## src/source/mem_bridge_pkg.sv

```systemverilog
package mem_bridge_pkg;

    typedef logic [31:0] addr_t;                  // byte address
    typedef logic [31:0] word_t;                  // one 32-bit AXI beat

    localparam int LINE_WORDS = 8;                // words per cache line
    localparam int LINE_BYTES = LINE_WORDS * 4;   // used for line alignment

    typedef logic [LINE_WORDS*32-1:0] line_t;     // word 0 sits in the low bits

    localparam logic [3:0] BURST_LEN = 4'(LINE_WORDS - 1);  // AXI len field for a line

    typedef enum logic [1:0] {
        ARB_IDLE,
        ARB_ADDR,
        ARB_DATA
    } arb_state_t;

    typedef enum logic [1:0] {
        RF_IDLE,
        RF_ADDR,
        RF_COLLECT,
        RF_DONE
    } refill_state_t;

    typedef enum logic [1:0] {
        WB_EMPTY,
        WB_ADDR,
        WB_DATA,
        WB_RESP
    } wb_state_t;

endpackage

```

## src/source/axi_rd_if.sv

```systemverilog
interface axi_rd_if;
    import mem_bridge_pkg::*;

    logic       arvalid;
    addr_t      araddr;
    logic [3:0] arlen;    // beats minus one
    logic       arready;
    logic       rvalid;
    word_t      rdata;
    logic       rlast;
    logic       rready;

    modport requester (
        output arvalid, araddr, arlen, rready,
        input  arready, rvalid, rdata, rlast
    );

    modport arbiter (
        input  arvalid, araddr, arlen, rready,
        output arready, rvalid, rdata, rlast
    );

endinterface

```

## src/source/read_arbiter.sv

```systemverilog
module read_arbiter (
    input  logic                  aclk,
    input  logic                  reset_i,
    axi_rd_if.arbiter             ifr,
    axi_rd_if.arbiter             lfr,
    output logic                  arvalid_o,
    output mem_bridge_pkg::addr_t araddr_o,
    output logic [3:0]            arlen_o,
    input  logic                  arready_i,
    input  logic                  rvalid_i,
    input  mem_bridge_pkg::word_t rdata_i,
    input  logic                  rlast_i,
    output logic                  rready_o
);
    import mem_bridge_pkg::*;

    arb_state_t state_q;
    logic       owner_lfr_q;    // grant holder, 1 for the line refill
    logic       sel_lfr;
    logic       addr_phase;
    logic       data_phase;

    assign addr_phase = (state_q != ARB_DATA);
    assign data_phase = (state_q == ARB_DATA);

    // refill wins when both ask in the same idle cycle
    assign sel_lfr = (state_q == ARB_IDLE) ? lfr.arvalid : owner_lfr_q;

    assign arvalid_o = addr_phase && (sel_lfr ? lfr.arvalid : ifr.arvalid);
    assign araddr_o  = sel_lfr ? lfr.araddr : ifr.araddr;
    assign arlen_o   = sel_lfr ? lfr.arlen : ifr.arlen;

    assign lfr.arready = addr_phase && sel_lfr && arready_i;
    assign ifr.arready = addr_phase && !sel_lfr && arready_i;

    // only one read is outstanding, so the latched owner routes every beat
    assign rready_o   = data_phase && (owner_lfr_q ? lfr.rready : ifr.rready);
    assign lfr.rvalid = data_phase && owner_lfr_q && rvalid_i;
    assign ifr.rvalid = data_phase && !owner_lfr_q && rvalid_i;

    assign lfr.rdata = rdata_i;
    assign ifr.rdata = rdata_i;
    assign lfr.rlast = rlast_i;
    assign ifr.rlast = rlast_i;

    always_ff @(posedge aclk) begin
        if (reset_i) begin
            state_q     <= ARB_IDLE;
            owner_lfr_q <= 1'b0;
        end else begin
            case (state_q)
                ARB_IDLE: begin
                    if (lfr.arvalid || ifr.arvalid) begin
                        owner_lfr_q <= lfr.arvalid;
                        state_q     <= arready_i ? ARB_DATA : ARB_ADDR;  // skip wait if taken now
                    end
                end
                ARB_ADDR: begin
                    if (arready_i) begin
                        state_q <= ARB_DATA;
                    end
                end
                ARB_DATA: begin
                    if (rvalid_i && rready_o && rlast_i) begin
                        state_q <= ARB_IDLE;    // grant ends with the last beat
                    end
                end
                default: begin
                    state_q <= ARB_IDLE;
                end
            endcase
        end
    end

endmodule

```

## src/source/inst_read_adapter.sv

```systemverilog
module inst_read_adapter (
    input  logic                  aclk,
    input  logic                  reset_i,
    input  logic                  if_req_i,
    input  mem_bridge_pkg::addr_t if_addr_i,
    input  logic                  if_flush_i,
    output logic                  if_ready_o,
    output logic                  if_valid_o,
    output mem_bridge_pkg::word_t if_data_o,
    output mem_bridge_pkg::addr_t if_data_addr_o,
    axi_rd_if.requester           rd
);
    import mem_bridge_pkg::*;

    logic  busy_q;       // a read is outstanding
    logic  arvalid_q;
    logic  discard_q;    // flushed while outstanding
    logic  valid_q;
    addr_t addr_q;
    word_t data_q;
    logic  accept;
    logic  beat_done;

    assign accept    = if_req_i && if_ready_o;
    assign beat_done = rd.rvalid && rd.rready && rd.rlast;

    assign if_ready_o     = !busy_q;
    assign if_valid_o     = valid_q;
    assign if_data_o      = data_q;
    assign if_data_addr_o = addr_q;    // held until the next accepted fetch

    assign rd.arvalid = arvalid_q;
    assign rd.araddr  = addr_q;
    assign rd.arlen   = 4'd0;          // single beat
    assign rd.rready  = busy_q && !arvalid_q;

    always_ff @(posedge aclk) begin
        if (reset_i) begin
            busy_q    <= 1'b0;
            arvalid_q <= 1'b0;
            discard_q <= 1'b0;
            valid_q   <= 1'b0;
        end else begin
            valid_q <= 1'b0;
            if (accept) begin
                busy_q    <= 1'b1;
                arvalid_q <= 1'b1;
                discard_q <= 1'b0;
            end
            if (rd.arvalid && rd.arready) begin
                arvalid_q <= 1'b0;
            end
            if (busy_q && if_flush_i) begin
                discard_q <= 1'b1;
            end
            if (beat_done) begin
                busy_q  <= 1'b0;
                valid_q <= !(discard_q || if_flush_i);  // stale word is dropped
            end
        end
    end

    always_ff @(posedge aclk) begin
        if (accept) begin
            addr_q <= if_addr_i;
        end
        if (beat_done) begin
            data_q <= rd.rdata;
        end
    end

endmodule

```

## src/source/line_refill.sv

```systemverilog
module line_refill (
    input  logic                  aclk,
    input  logic                  reset_i,
    input  logic                  lr_req_i,
    input  mem_bridge_pkg::addr_t lr_addr_i,
    output logic                  lr_ready_o,
    output logic                  lr_valid_o,
    output mem_bridge_pkg::line_t lr_line_o,
    output mem_bridge_pkg::addr_t lookup_addr_o,
    input  logic                  lookup_hit_i,
    input  mem_bridge_pkg::line_t lookup_line_i,
    axi_rd_if.requester           rd
);
    import mem_bridge_pkg::*;

    refill_state_t                   state_q;
    logic [$clog2(LINE_WORDS)-1:0]   beat_q;    // next word slot of the line
    addr_t                           addr_q;
    line_t                           line_q;
    logic                            accept;
    logic                            beat_ok;

    assign accept  = lr_req_i && lr_ready_o;
    assign beat_ok = rd.rvalid && rd.rready;

    assign lookup_addr_o = lr_addr_i & ~addr_t'(LINE_BYTES - 1);  // line aligned

    assign lr_ready_o = (state_q == RF_IDLE);
    assign lr_valid_o = (state_q == RF_DONE);
    assign lr_line_o  = line_q;

    assign rd.arvalid = (state_q == RF_ADDR);
    assign rd.araddr  = addr_q;
    assign rd.arlen   = BURST_LEN;
    assign rd.rready  = (state_q == RF_COLLECT);

    always_ff @(posedge aclk) begin
        if (reset_i) begin
            state_q <= RF_IDLE;
            beat_q  <= '0;
        end else begin
            case (state_q)
                RF_IDLE: begin
                    if (accept) begin
                        state_q <= lookup_hit_i ? RF_DONE : RF_ADDR;  // hit answers next cycle
                    end
                end
                RF_ADDR: begin
                    if (rd.arready) begin
                        state_q <= RF_COLLECT;
                        beat_q  <= '0;
                    end
                end
                RF_COLLECT: begin
                    if (beat_ok) begin
                        beat_q <= beat_q + 1'b1;
                        if (rd.rlast) begin
                            state_q <= RF_DONE;
                        end
                    end
                end
                default: begin
                    state_q <= RF_IDLE;    // done lasts one cycle
                end
            endcase
        end
    end

    always_ff @(posedge aclk) begin
        if (accept) begin
            addr_q <= lookup_addr_o;
            if (lookup_hit_i) begin
                line_q <= lookup_line_i;    // copy from the write buffer
            end
        end
        if (state_q == RF_COLLECT && beat_ok) begin
            line_q[beat_q*32 +: 32] <= rd.rdata;
        end
    end

endmodule

```

## src/source/wbuffer.sv

```systemverilog
module wbuffer (
    input  logic                  aclk,
    input  logic                  reset_i,
    input  logic                  lw_req_i,
    input  mem_bridge_pkg::addr_t lw_addr_i,
    input  mem_bridge_pkg::line_t lw_line_i,
    output logic                  lw_ack_o,
    output logic                  wb_empty_o,
    input  mem_bridge_pkg::addr_t lookup_addr_i,
    output logic                  lookup_hit_o,
    output mem_bridge_pkg::line_t lookup_line_o,
    output logic                  awvalid_o,
    output mem_bridge_pkg::addr_t awaddr_o,
    output logic [3:0]            awlen_o,
    input  logic                  awready_i,
    output logic                  wvalid_o,
    output mem_bridge_pkg::word_t wdata_o,
    output logic                  wlast_o,
    input  logic                  wready_i,
    input  logic                  bvalid_i,
    output logic                  bready_o
);
    import mem_bridge_pkg::*;

    localparam addr_t LINE_MASK = ~addr_t'(LINE_BYTES - 1);

    wb_state_t                     state_q;
    logic [$clog2(LINE_WORDS)-1:0] beat_q;    // word being written
    addr_t                         addr_q;    // aligned line address
    line_t                         line_q;
    logic                          accept;
    logic                          last_beat;

    assign accept    = lw_req_i && lw_ack_o;
    assign last_beat = (beat_q == LINE_WORDS - 1);

    assign lw_ack_o   = (state_q == WB_EMPTY);
    assign wb_empty_o = (state_q == WB_EMPTY);

    // buffered copy stays visible for the whole drain
    assign lookup_hit_o  = (state_q != WB_EMPTY) &&
                           ((lookup_addr_i & LINE_MASK) == addr_q);
    assign lookup_line_o = line_q;

    assign awvalid_o = (state_q == WB_ADDR);
    assign awaddr_o  = addr_q;
    assign awlen_o   = BURST_LEN;

    assign wvalid_o = (state_q == WB_DATA);
    assign wdata_o  = line_q[beat_q*32 +: 32];
    assign wlast_o  = (state_q == WB_DATA) && last_beat;

    assign bready_o = (state_q == WB_RESP);

    always_ff @(posedge aclk) begin
        if (reset_i) begin
            state_q <= WB_EMPTY;
            beat_q  <= '0;
        end else begin
            case (state_q)
                WB_EMPTY: begin
                    if (accept) begin
                        state_q <= WB_ADDR;
                    end
                end
                WB_ADDR: begin
                    if (awready_i) begin
                        state_q <= WB_DATA;
                        beat_q  <= '0;
                    end
                end
                WB_DATA: begin
                    if (wready_i) begin
                        beat_q <= beat_q + 1'b1;
                        if (last_beat) begin
                            state_q <= WB_RESP;
                        end
                    end
                end
                WB_RESP: begin
                    if (bvalid_i) begin
                        state_q <= WB_EMPTY;    // free again next cycle
                    end
                end
                default: begin
                    state_q <= WB_EMPTY;
                end
            endcase
        end
    end

    always_ff @(posedge aclk) begin
        if (accept) begin
            addr_q <= lw_addr_i & LINE_MASK;
            line_q <= lw_line_i;
        end
    end

endmodule

```

## src/source/mem_bridge_top.sv

```systemverilog
module mem_bridge_top (
    input  logic                  aclk,
    input  logic                  reset_i,
    input  logic                  if_req_i,
    input  mem_bridge_pkg::addr_t if_addr_i,
    input  logic                  if_flush_i,
    output logic                  if_ready_o,
    output logic                  if_valid_o,
    output mem_bridge_pkg::word_t if_data_o,
    output mem_bridge_pkg::addr_t if_data_addr_o,
    input  logic                  lr_req_i,
    input  mem_bridge_pkg::addr_t lr_addr_i,
    output logic                  lr_ready_o,
    output logic                  lr_valid_o,
    output mem_bridge_pkg::line_t lr_line_o,
    input  logic                  lw_req_i,
    input  mem_bridge_pkg::addr_t lw_addr_i,
    input  mem_bridge_pkg::line_t lw_line_i,
    output logic                  lw_ack_o,
    output logic                  wb_empty_o,
    output logic                  arvalid_o,
    output mem_bridge_pkg::addr_t araddr_o,
    output logic [3:0]            arlen_o,
    input  logic                  arready_i,
    input  logic                  rvalid_i,
    input  mem_bridge_pkg::word_t rdata_i,
    input  logic                  rlast_i,
    output logic                  rready_o,
    output logic                  awvalid_o,
    output mem_bridge_pkg::addr_t awaddr_o,
    output logic [3:0]            awlen_o,
    input  logic                  awready_i,
    output logic                  wvalid_o,
    output mem_bridge_pkg::word_t wdata_o,
    output logic                  wlast_o,
    input  logic                  wready_i,
    input  logic                  bvalid_i,
    output logic                  bready_o
);
    import mem_bridge_pkg::*;

    axi_rd_if ifr();    // instruction reader side
    axi_rd_if lfr();    // line refill side

    addr_t lookup_addr;
    logic  lookup_hit;
    line_t lookup_line;

    read_arbiter u_read_arbiter (
        .aclk, .reset_i, .ifr, .lfr,
        .arvalid_o, .araddr_o, .arlen_o, .arready_i,
        .rvalid_i, .rdata_i, .rlast_i, .rready_o
    );

    inst_read_adapter u_inst_read_adapter (
        .aclk, .reset_i, .if_req_i, .if_addr_i, .if_flush_i,
        .if_ready_o, .if_valid_o, .if_data_o, .if_data_addr_o,
        .rd (ifr)
    );

    line_refill u_line_refill (
        .aclk, .reset_i, .lr_req_i, .lr_addr_i,
        .lr_ready_o, .lr_valid_o, .lr_line_o,
        .lookup_addr_o (lookup_addr),
        .lookup_hit_i  (lookup_hit),
        .lookup_line_i (lookup_line),
        .rd            (lfr)
    );

    wbuffer u_wbuffer (
        .aclk, .reset_i, .lw_req_i, .lw_addr_i, .lw_line_i, .lw_ack_o, .wb_empty_o,
        .lookup_addr_i (lookup_addr),
        .lookup_hit_o  (lookup_hit),
        .lookup_line_o (lookup_line),
        .awvalid_o, .awaddr_o, .awlen_o, .awready_i,
        .wvalid_o, .wdata_o, .wlast_o, .wready_i,
        .bvalid_i, .bready_o
    );

endmodule

```

## config.mk

```make
export PLATFORM = sky130hd
export DESIGN_NAME = mem_bridge_top
export DESIGN_NICKNAME = d
export VERILOG_FILES = /design/src/source/mem_bridge_pkg.sv /design/src/source/axi_rd_if.sv /design/src/source/read_arbiter.sv /design/src/source/inst_read_adapter.sv /design/src/source/line_refill.sv /design/src/source/wbuffer.sv /design/src/source/mem_bridge_top.sv
export SDC_FILE = /design/constraint.sdc
export NUM_CORES = 1
export LEC_CHECK = 0
export ABC_AREA = 1
export BUFFER_PORTS_ARGS = -buffer_cell sky130_fd_sc_hd__buf_2
export CORE_AREA = 2 2 326 328
export DETAILED_ROUTE_END_ITERATION = 8
export DIE_AREA = 0 0 328 330
export SYNTH_ARGS = -nofsm -noshare
export SYNTH_HDL_FRONTEND = slang
export SYNTH_HIERARCHICAL = 1
export SYNTH_SLANG_ARGS = --single-unit
```

## constraint.sdc

```tcl
create_clock -name aclk -period 23.4 [get_ports aclk]
set_input_delay 4.68 -clock aclk [delete_from_list [all_inputs] [get_ports aclk]]
set_output_delay 4.68 -clock aclk [all_outputs]
set_load 0.02 [all_outputs]
```

==> run metrics, run 1 <==
setup TNS=0 ns; Core Box Area=0.1047 mm2; Critical Path Fanout Max=61; Hold-fix buffers, CTS=0; Final Hold Viols=0; CP Launch Type=flip-flop; M1 wire length=50320 um; setup ws final=15.29 ns; total number of vias=26071; routed wire length=131800 um; FF-to-FF setup slack=19.17 ns; TritonCTS clock tree=yes; met2 wire length=64710 um; worst min-delay path category=reg2reg; total gr overflow=0; unrepaired setup endpoints after global routing=false; fill count=11007; initial antenna violation count=25; PwrDens=102.4 mW/mm2; hpwl dp=98970 um; Pwr Total=0.003733 W; worst slack, placed=15.29 ns; peak supply drop=0.1092 mV; H-tree levels=3; Die Y=330 um; fin crit period=8.111 ns; Routed Antenna Nets=0; Hold Startpoint=u_read_arbiter/state_q[1]$_SDFFE_PP0P_; wire length per cell=23.32 um; FMAX=123.3 MHz; Avg Cell Area, Syn=8.308 um2; Area Overhead vs Synth=22.36%; PostCTS Resize Cnt=0; GRT Total Usage=23.58%; top sig layer=met5; Tcrit/Tclk final=34.66%; Clock Sinks=647; Root Driver=clkbuf_16; Worst Hold Path EP=u_read_arbiter/state_q[0]$_SDFFE_PP0P_; initial drt markers=2326; routed length on met3=11260 um; mapped cell area=0.02980 mm2; leakage=17.32 nW; Reg-to-Reg Start=u_line_refill/beat_q[0]$_SDFFE_PP0P_; Setup Skew=0.03159 ns; FF-to-FF End=u_line_refill/lr_line_o[124]$_DFF_P_; number of I/O port buffers=811; DR vias/cell=4.615; DRT Pass-1 Iters=6; Setup Buffers After CTS=0; number of global-route vias before repair=24830; drt drc=0; Setup violations, final=0; Hold Crit Depth=1; IO Count=832; die area=0.1082 mm2; Initial Utilization=28.47%; yosys warns=6; max-slew violation count=0; cells on worst reg2reg path=10; slew margin rel.=19.87%; first-pass GRT wire length=181300 um; max-cap violations=0; largest net degree at the start of global routing=260; clock buffer depth=3; GP Congestion=0.9311; Clk pin slew, worst setup/hold paths=0.06 ns; critical path arrival=3.43 ns; Core Rows=119; outcome=finished, final reports clean; Skew-Pair Late Insertion Delay=0.65 ns; Worst Setup Path Type=reg2out; cells after synthesis=3587; fin nets=4596; Setup crit end kind=primary output; Worst EP required=18.72 ns; share of layout cells above drive strength 1=23.62%; die width=328 um; Worst-Margin Slew=1.201 ns; total CTS buffers=77; Hold WS=0.4946 ns
==> where the power goes <==
part | internal, W | switching, W | total (W)
Sequential | 0.00139 | 0.0000987 | 0.00149
Clock | 0.000710 | 0.000516 | 0.00123
Combinational | 0.000230 | 0.000789 | 0.00102
==> layout by cell type, fill, tap and decap left out, types with 10 or more instances in the layout <==
master / count
nand2_1: 1095
buf_2: 811
o21ai_0: 592
inv_1: 410
edfxtp_1: 374
nor2_1: 280
dfxtp_1: 269
clkbuf_16: 79
nand3_1: 74
o21ai_1: 68
buf_4: 33
clkbuf_1: 23
conb_1: 22
ha_1: 14
clkinv_2: 10
==> metal layers <==
layer  track usage (%)  vias to the layer above
met5                 0                        -
met4             9.543                       24
met3             6.630                      235
met2             40.88                     1110
met1             27.36                    12248
li1                  -                    12454
==> through the flow <==
step | cells | instance area [um2] | util [%]
floorplan | 3604 | 29870 | -
global placement | 5497 | 33890 | 32.38
detailed placement | 5497 | 33890 | 32.38
CTS | 5641 | 36450 | 34.82
global route | 5643 | 36450 | 34.83
finish | 5649 | 36470 | 34.84
==> worst max-delay path, stage by stage (launching register included) <==
cell,delay [ns]
dfxtp_4,0.68
buf_4,0.71
o21ai_0,0.24
o21ai_0,0.57
nand2_1,0.14
nand2_1,0.12
buf_2,0.16
==> state kept, by name (all words and copies together) (netlist names) <==
signal and flops:
u_inst_read_adapter/busy_q 1, u_inst_read_adapter/discard_q 1, u_inst_read_adapter/if_data_addr_o 32, u_inst_read_adapter/if_data_o 32
u_inst_read_adapter/if_valid_o 1, u_inst_read_adapter/rd.arvalid 1, u_line_refill/beat_q 3, u_line_refill/lr_line_o 256
u_line_refill/rd.araddr 27, u_line_refill/state_q 2, u_read_arbiter/owner_lfr_q 1, u_read_arbiter/state_q 2
u_wbuffer/awaddr_o 27, u_wbuffer/beat_q 3, u_wbuffer/lookup_line_o 256, u_wbuffer/state_q 2
==> worst max path at each step <==
| stage | to | slack [ns] | from |
|---|---|---|---|
| final | wdata_o[1] | 15.29 | u_wbuffer/beat_q[1]$_SDFFE_PP0P_ |
| after global routing | wdata_o[15] | 15.08 | u_wbuffer/beat_q[1]$_SDFFE_PP0P_ |
| after CTS | wdata_o[1] | 15.23 | u_wbuffer/beat_q[1]$_SDFFE_PP0P_ |
| after detailed placement | u_line_refill/lr_line_o[106]$_DFF_P_ | 15.29 | lr_addr_i[13] |
| after global placement | u_line_refill/lr_line_o[101]$_DFF_P_ | 15.32 | lr_addr_i[13] |
| after floorplan | u_wbuffer/awaddr_o[10]$_DFFE_PP_ | 12.56 | lw_req_i |
==> final cells by class <==
| cell class | instances | area, um2 | area share [%] |
|---|---|---|---|
| flip-flops and latches | 647 | 16710 | 45.81 |
| inverters | 422 | 1597 | 4.378 |
| diodes | 8 | 20.02 | 0.05490 |
| multi-input cells | 2192 | 9518 | 26.10 |
| clock inverters | 34 | 386.6 | 1.060 |
| repair buffers | 845 | 4327 | 11.86 |
| well taps | 1391 | 1740 | 4.773 |
| clock buffers | 110 | 2173 | 5.960 |
No activity file was read; power rests on OpenSTA's default activity.
==> run 2: changes to the inputs <==
Settings changed: CORE_AREA 2 2 326 328 to 2 2 322 324, DIE_AREA 0 0 328 330 to 0 0 324 326.
Clock period 23.4 ns to 8 ns, I/O delays scaled along.
==> run 2 against run 1 <==
  * First-iteration DRC count grew 4.0%
  * Power rose to 2.9 times the previous value
  * Critical endpoint is now wdata_o[10]
  * Die area fell by 2.4%
  * Global-route usage grew 0.38 points
  * Non-clock buffer count down 1
  * Utilization rose by 0.64 points
  * Critical path depth grew 1
  * Highest routed layer unchanged
  * Final area is 0.17% lower
==> run metrics, run 2 (same netlist as run 1, synthesis figures left out) <==
number of I/O port buffers=811 (unchanged); fin nets=4596 (unchanged); total CTS buffers=78 (was 77); Initial Utilization=29.04% (was 28.47%); Skew-Pair Late Insertion Delay=0.65 ns (about the same); Area Overhead vs Synth=22.15% (was 22.36%); PostCTS Resize Cnt=0 (unchanged); Reg-to-Reg Start=u_line_refill/beat_q[0]$_SDFFE_PP0P_ (unchanged); largest net degree at the start of global routing=233 (was 260); worst min-delay path category=reg2reg (unchanged); Pwr Total=0.01092 W (was 0.003733 W); H-tree levels=3 (unchanged); leakage=17.29 nW (was 17.32 nW); Clock Sinks=647 (unchanged); Clk pin slew, worst setup/hold paths=0.06 ns (about the same); Critical Path Fanout Max=62 (was 61); share of layout cells above drive strength 1=23.52% (was 23.62%); die width=324 um (was 328 um); die area=0.1056 mm2 (was 0.1082 mm2); commonest non-fill, non-tap cells in the layout=1095 x nand2_1, 811 x buf_2, 592 x o21ai_0 (unchanged); Setup Skew=0.02991 ns (was 0.03159 ns); unrepaired setup endpoints after global routing=false (unchanged); Worst Setup Path Type=reg2out (unchanged); crit path capture=wdata_o[10] (was wdata_o[1]); Die Y=326 um (was 330 um); Core Rows=118 (was 119); Setup crit end kind=primary output (unchanged); DRT Pass-1 Iters=7 (was 6); Area after DPL=0.03388 mm2 (was 0.03389 mm2); TritonCTS clock tree=yes (unchanged); initial antenna violation count=26 (was 25); Sw Pwr=0.004142 W (was 0.001404 W); routed wire length=131000 um (was 131800 um); clock power share=32.5% (was 32.9%); Int Pwr=0.006781 W (was 0.002329 W); total number of vias=26005 (was 26071); worst setup path start=u_wbuffer/beat_q[0]$_SDFFE_PP0P_ (was u_wbuffer/beat_q[1]$_SDFFE_PP0P_); Hold-fix buffers, CTS=0 (unchanged); Finished Layout Cells=5640 (was 5649); Seq pwr share=39.9% (about the same); fill count=10773 (was 11007); Setup Buffers After CTS=0 (unchanged); most common cell after layout, fill and taps aside=nand2_1 (unchanged); Worst EP required=6.40 ns (was 18.72 ns); FMAX=197.7 MHz; max-cap violations=0 (unchanged); multi-input logic area=0.009523 mm2 (was 0.009518 mm2); cell area after layout=0.03640 mm2 (was 0.03647 mm2); Tcrit/Tclk final=63.24%; DR vias/cell=4.611 (was 4.615); Hold Startpoint=u_read_arbiter/state_q[1]$_SDFFE_PP0P_ (unchanged); Comb power frac=27.5% (was 27.3%); Routed Antenna Nets=0 (unchanged); wire length per cell=23.22 um (was 23.32 um); Inst Count DP=5485 (was 5497); FF-to-FF End=u_line_refill/lr_line_o[115]$_DFF_P_ (was u_line_refill/lr_line_o[124]$_DFF_P_); fin crit period=5.059 ns; setup TNS=0 ns (unchanged); first-pass GRT wire length=179400 um (was 181300 um); cells on worst reg2reg path=9 (was 10); critical path arrival=3.46 ns (was 3.43 ns); FF-to-FF setup slack=4.34 ns (was 19.17 ns); Setup violations, final=0 (unchanged); peak supply drop=0.5078 mV (was 0.1092 mV); Worst-Margin Slew=1.178 ns (was 1.201 ns); GRT Total Usage=23.96% (was 23.58%); net switching fraction of the power=37.92% (was 37.61%); slew margin rel.=21.46% (was 19.87%); total gr overflow=0 (unchanged); max-slew violation count=0 (unchanged); Root Driver=clkbuf_16 (unchanged); Core Box Area=0.1026 mm2 (was 0.1047 mm2); initial drt markers=2419 (was 2326); hpwl dp=98500 um (was 98970 um); Reg area=0.01671 mm2 (unchanged); clock buffer depth=3 (unchanged); IO Count=832 (unchanged); GP Congestion=0.9367 (was 0.9311); CP Launch Type=flip-flop (unchanged); Final Hold Viols=0 (unchanged); drt drc=0 (unchanged); outcome=finished, final reports clean (unchanged); PwrDens=300.1 mW/mm2 (was 102.4 mW/mm2); number of global-route vias before repair=24780 (was 24830)
[run 2: cell types whose count changed in the layout (fill, tap and decap cells not counted), sizes merged, moves of 2 or more]
cell | before | now
clkbuf | 110 | 105
diode | 8 | 12
clkinv | 20 | 22
inv | 425 | 427
[run 2: power groups by stage]
stage                     Sequential, W  Clock, W  Combinational [W]
after global placement          0.00443         0            0.00300
after detailed placement        0.00443         0            0.00301
after CTS                       0.00436   0.00364            0.00302
after global routing            0.00440   0.00375            0.00325
after floorplan                 0.00444         0            0.00173
final                           0.00436   0.00356            0.00301
[run 2: worst min path at each step]
stage	slack (ns)	endpoint	cells after the start
CTS	0.49	u_read_arbiter/state_q[0]$_SDFFE_PP0P_	1
global route	0.51	u_read_arbiter/state_q[0]$_SDFFE_PP0P_	1
detailed placement	0.49	u_read_arbiter/state_q[0]$_SDFFE_PP0P_	1
finish	0.49	u_read_arbiter/state_q[0]$_SDFFE_PP0P_	1
global placement	0.47	u_read_arbiter/state_q[0]$_SDFFE_PP0P_	1
floorplan	0.46	u_read_arbiter/state_q[0]$_SDFFE_PP0P_	1
[run 2: final cells by class]
cell class                 count  share of cell area (%)
sequential                   647                   45.89
multi-input combinational   2192                   26.16
timing repair buffer         844                   11.90
clock buffer                 105                   5.726
tap                         1380                   4.743
inverter                     422                   4.386
clock inverter                38                   1.114
antenna                       12                 0.08249
[run 2: through the flow]
step / hold WS [ns] / setup slack (ns) / utilization, %
2_1_floorplan: 0.4630 / 0.2416 / -
3_3_place_gp: 0.4714 / 3.576 / 33.02
3_5_place_dp: 0.4872 / 3.560 / 33.02
4_1_cts: 0.4938 / 2.905 / 35.45
5_1_grt: 0.5057 / 2.748 / 35.46
6_report: 0.4942 / 2.941 / 35.48
[run 2: routing by layer]
layer	routed length (um)	vias to the layer above	share of wire (%)	GRT usage, %
met5	109	-	0.083	0
met3	10640	247	8.1	6.037
met2	63230	1141	48	40.93
met4	6461	18	4.9	11.33
li1	-	12464	-	-
met1	50520	12135	39	27.92
[run 2: critical path, stage by stage (launching register included)]
cell and delay, ns:
dfxtp_4 0.47, inv_4 0.44, buf_4 0.74, o21ai_0 0.51, o21ai_1 0.21, nand2_1 0.10, nand2_1 0.07, buf_2 0.16
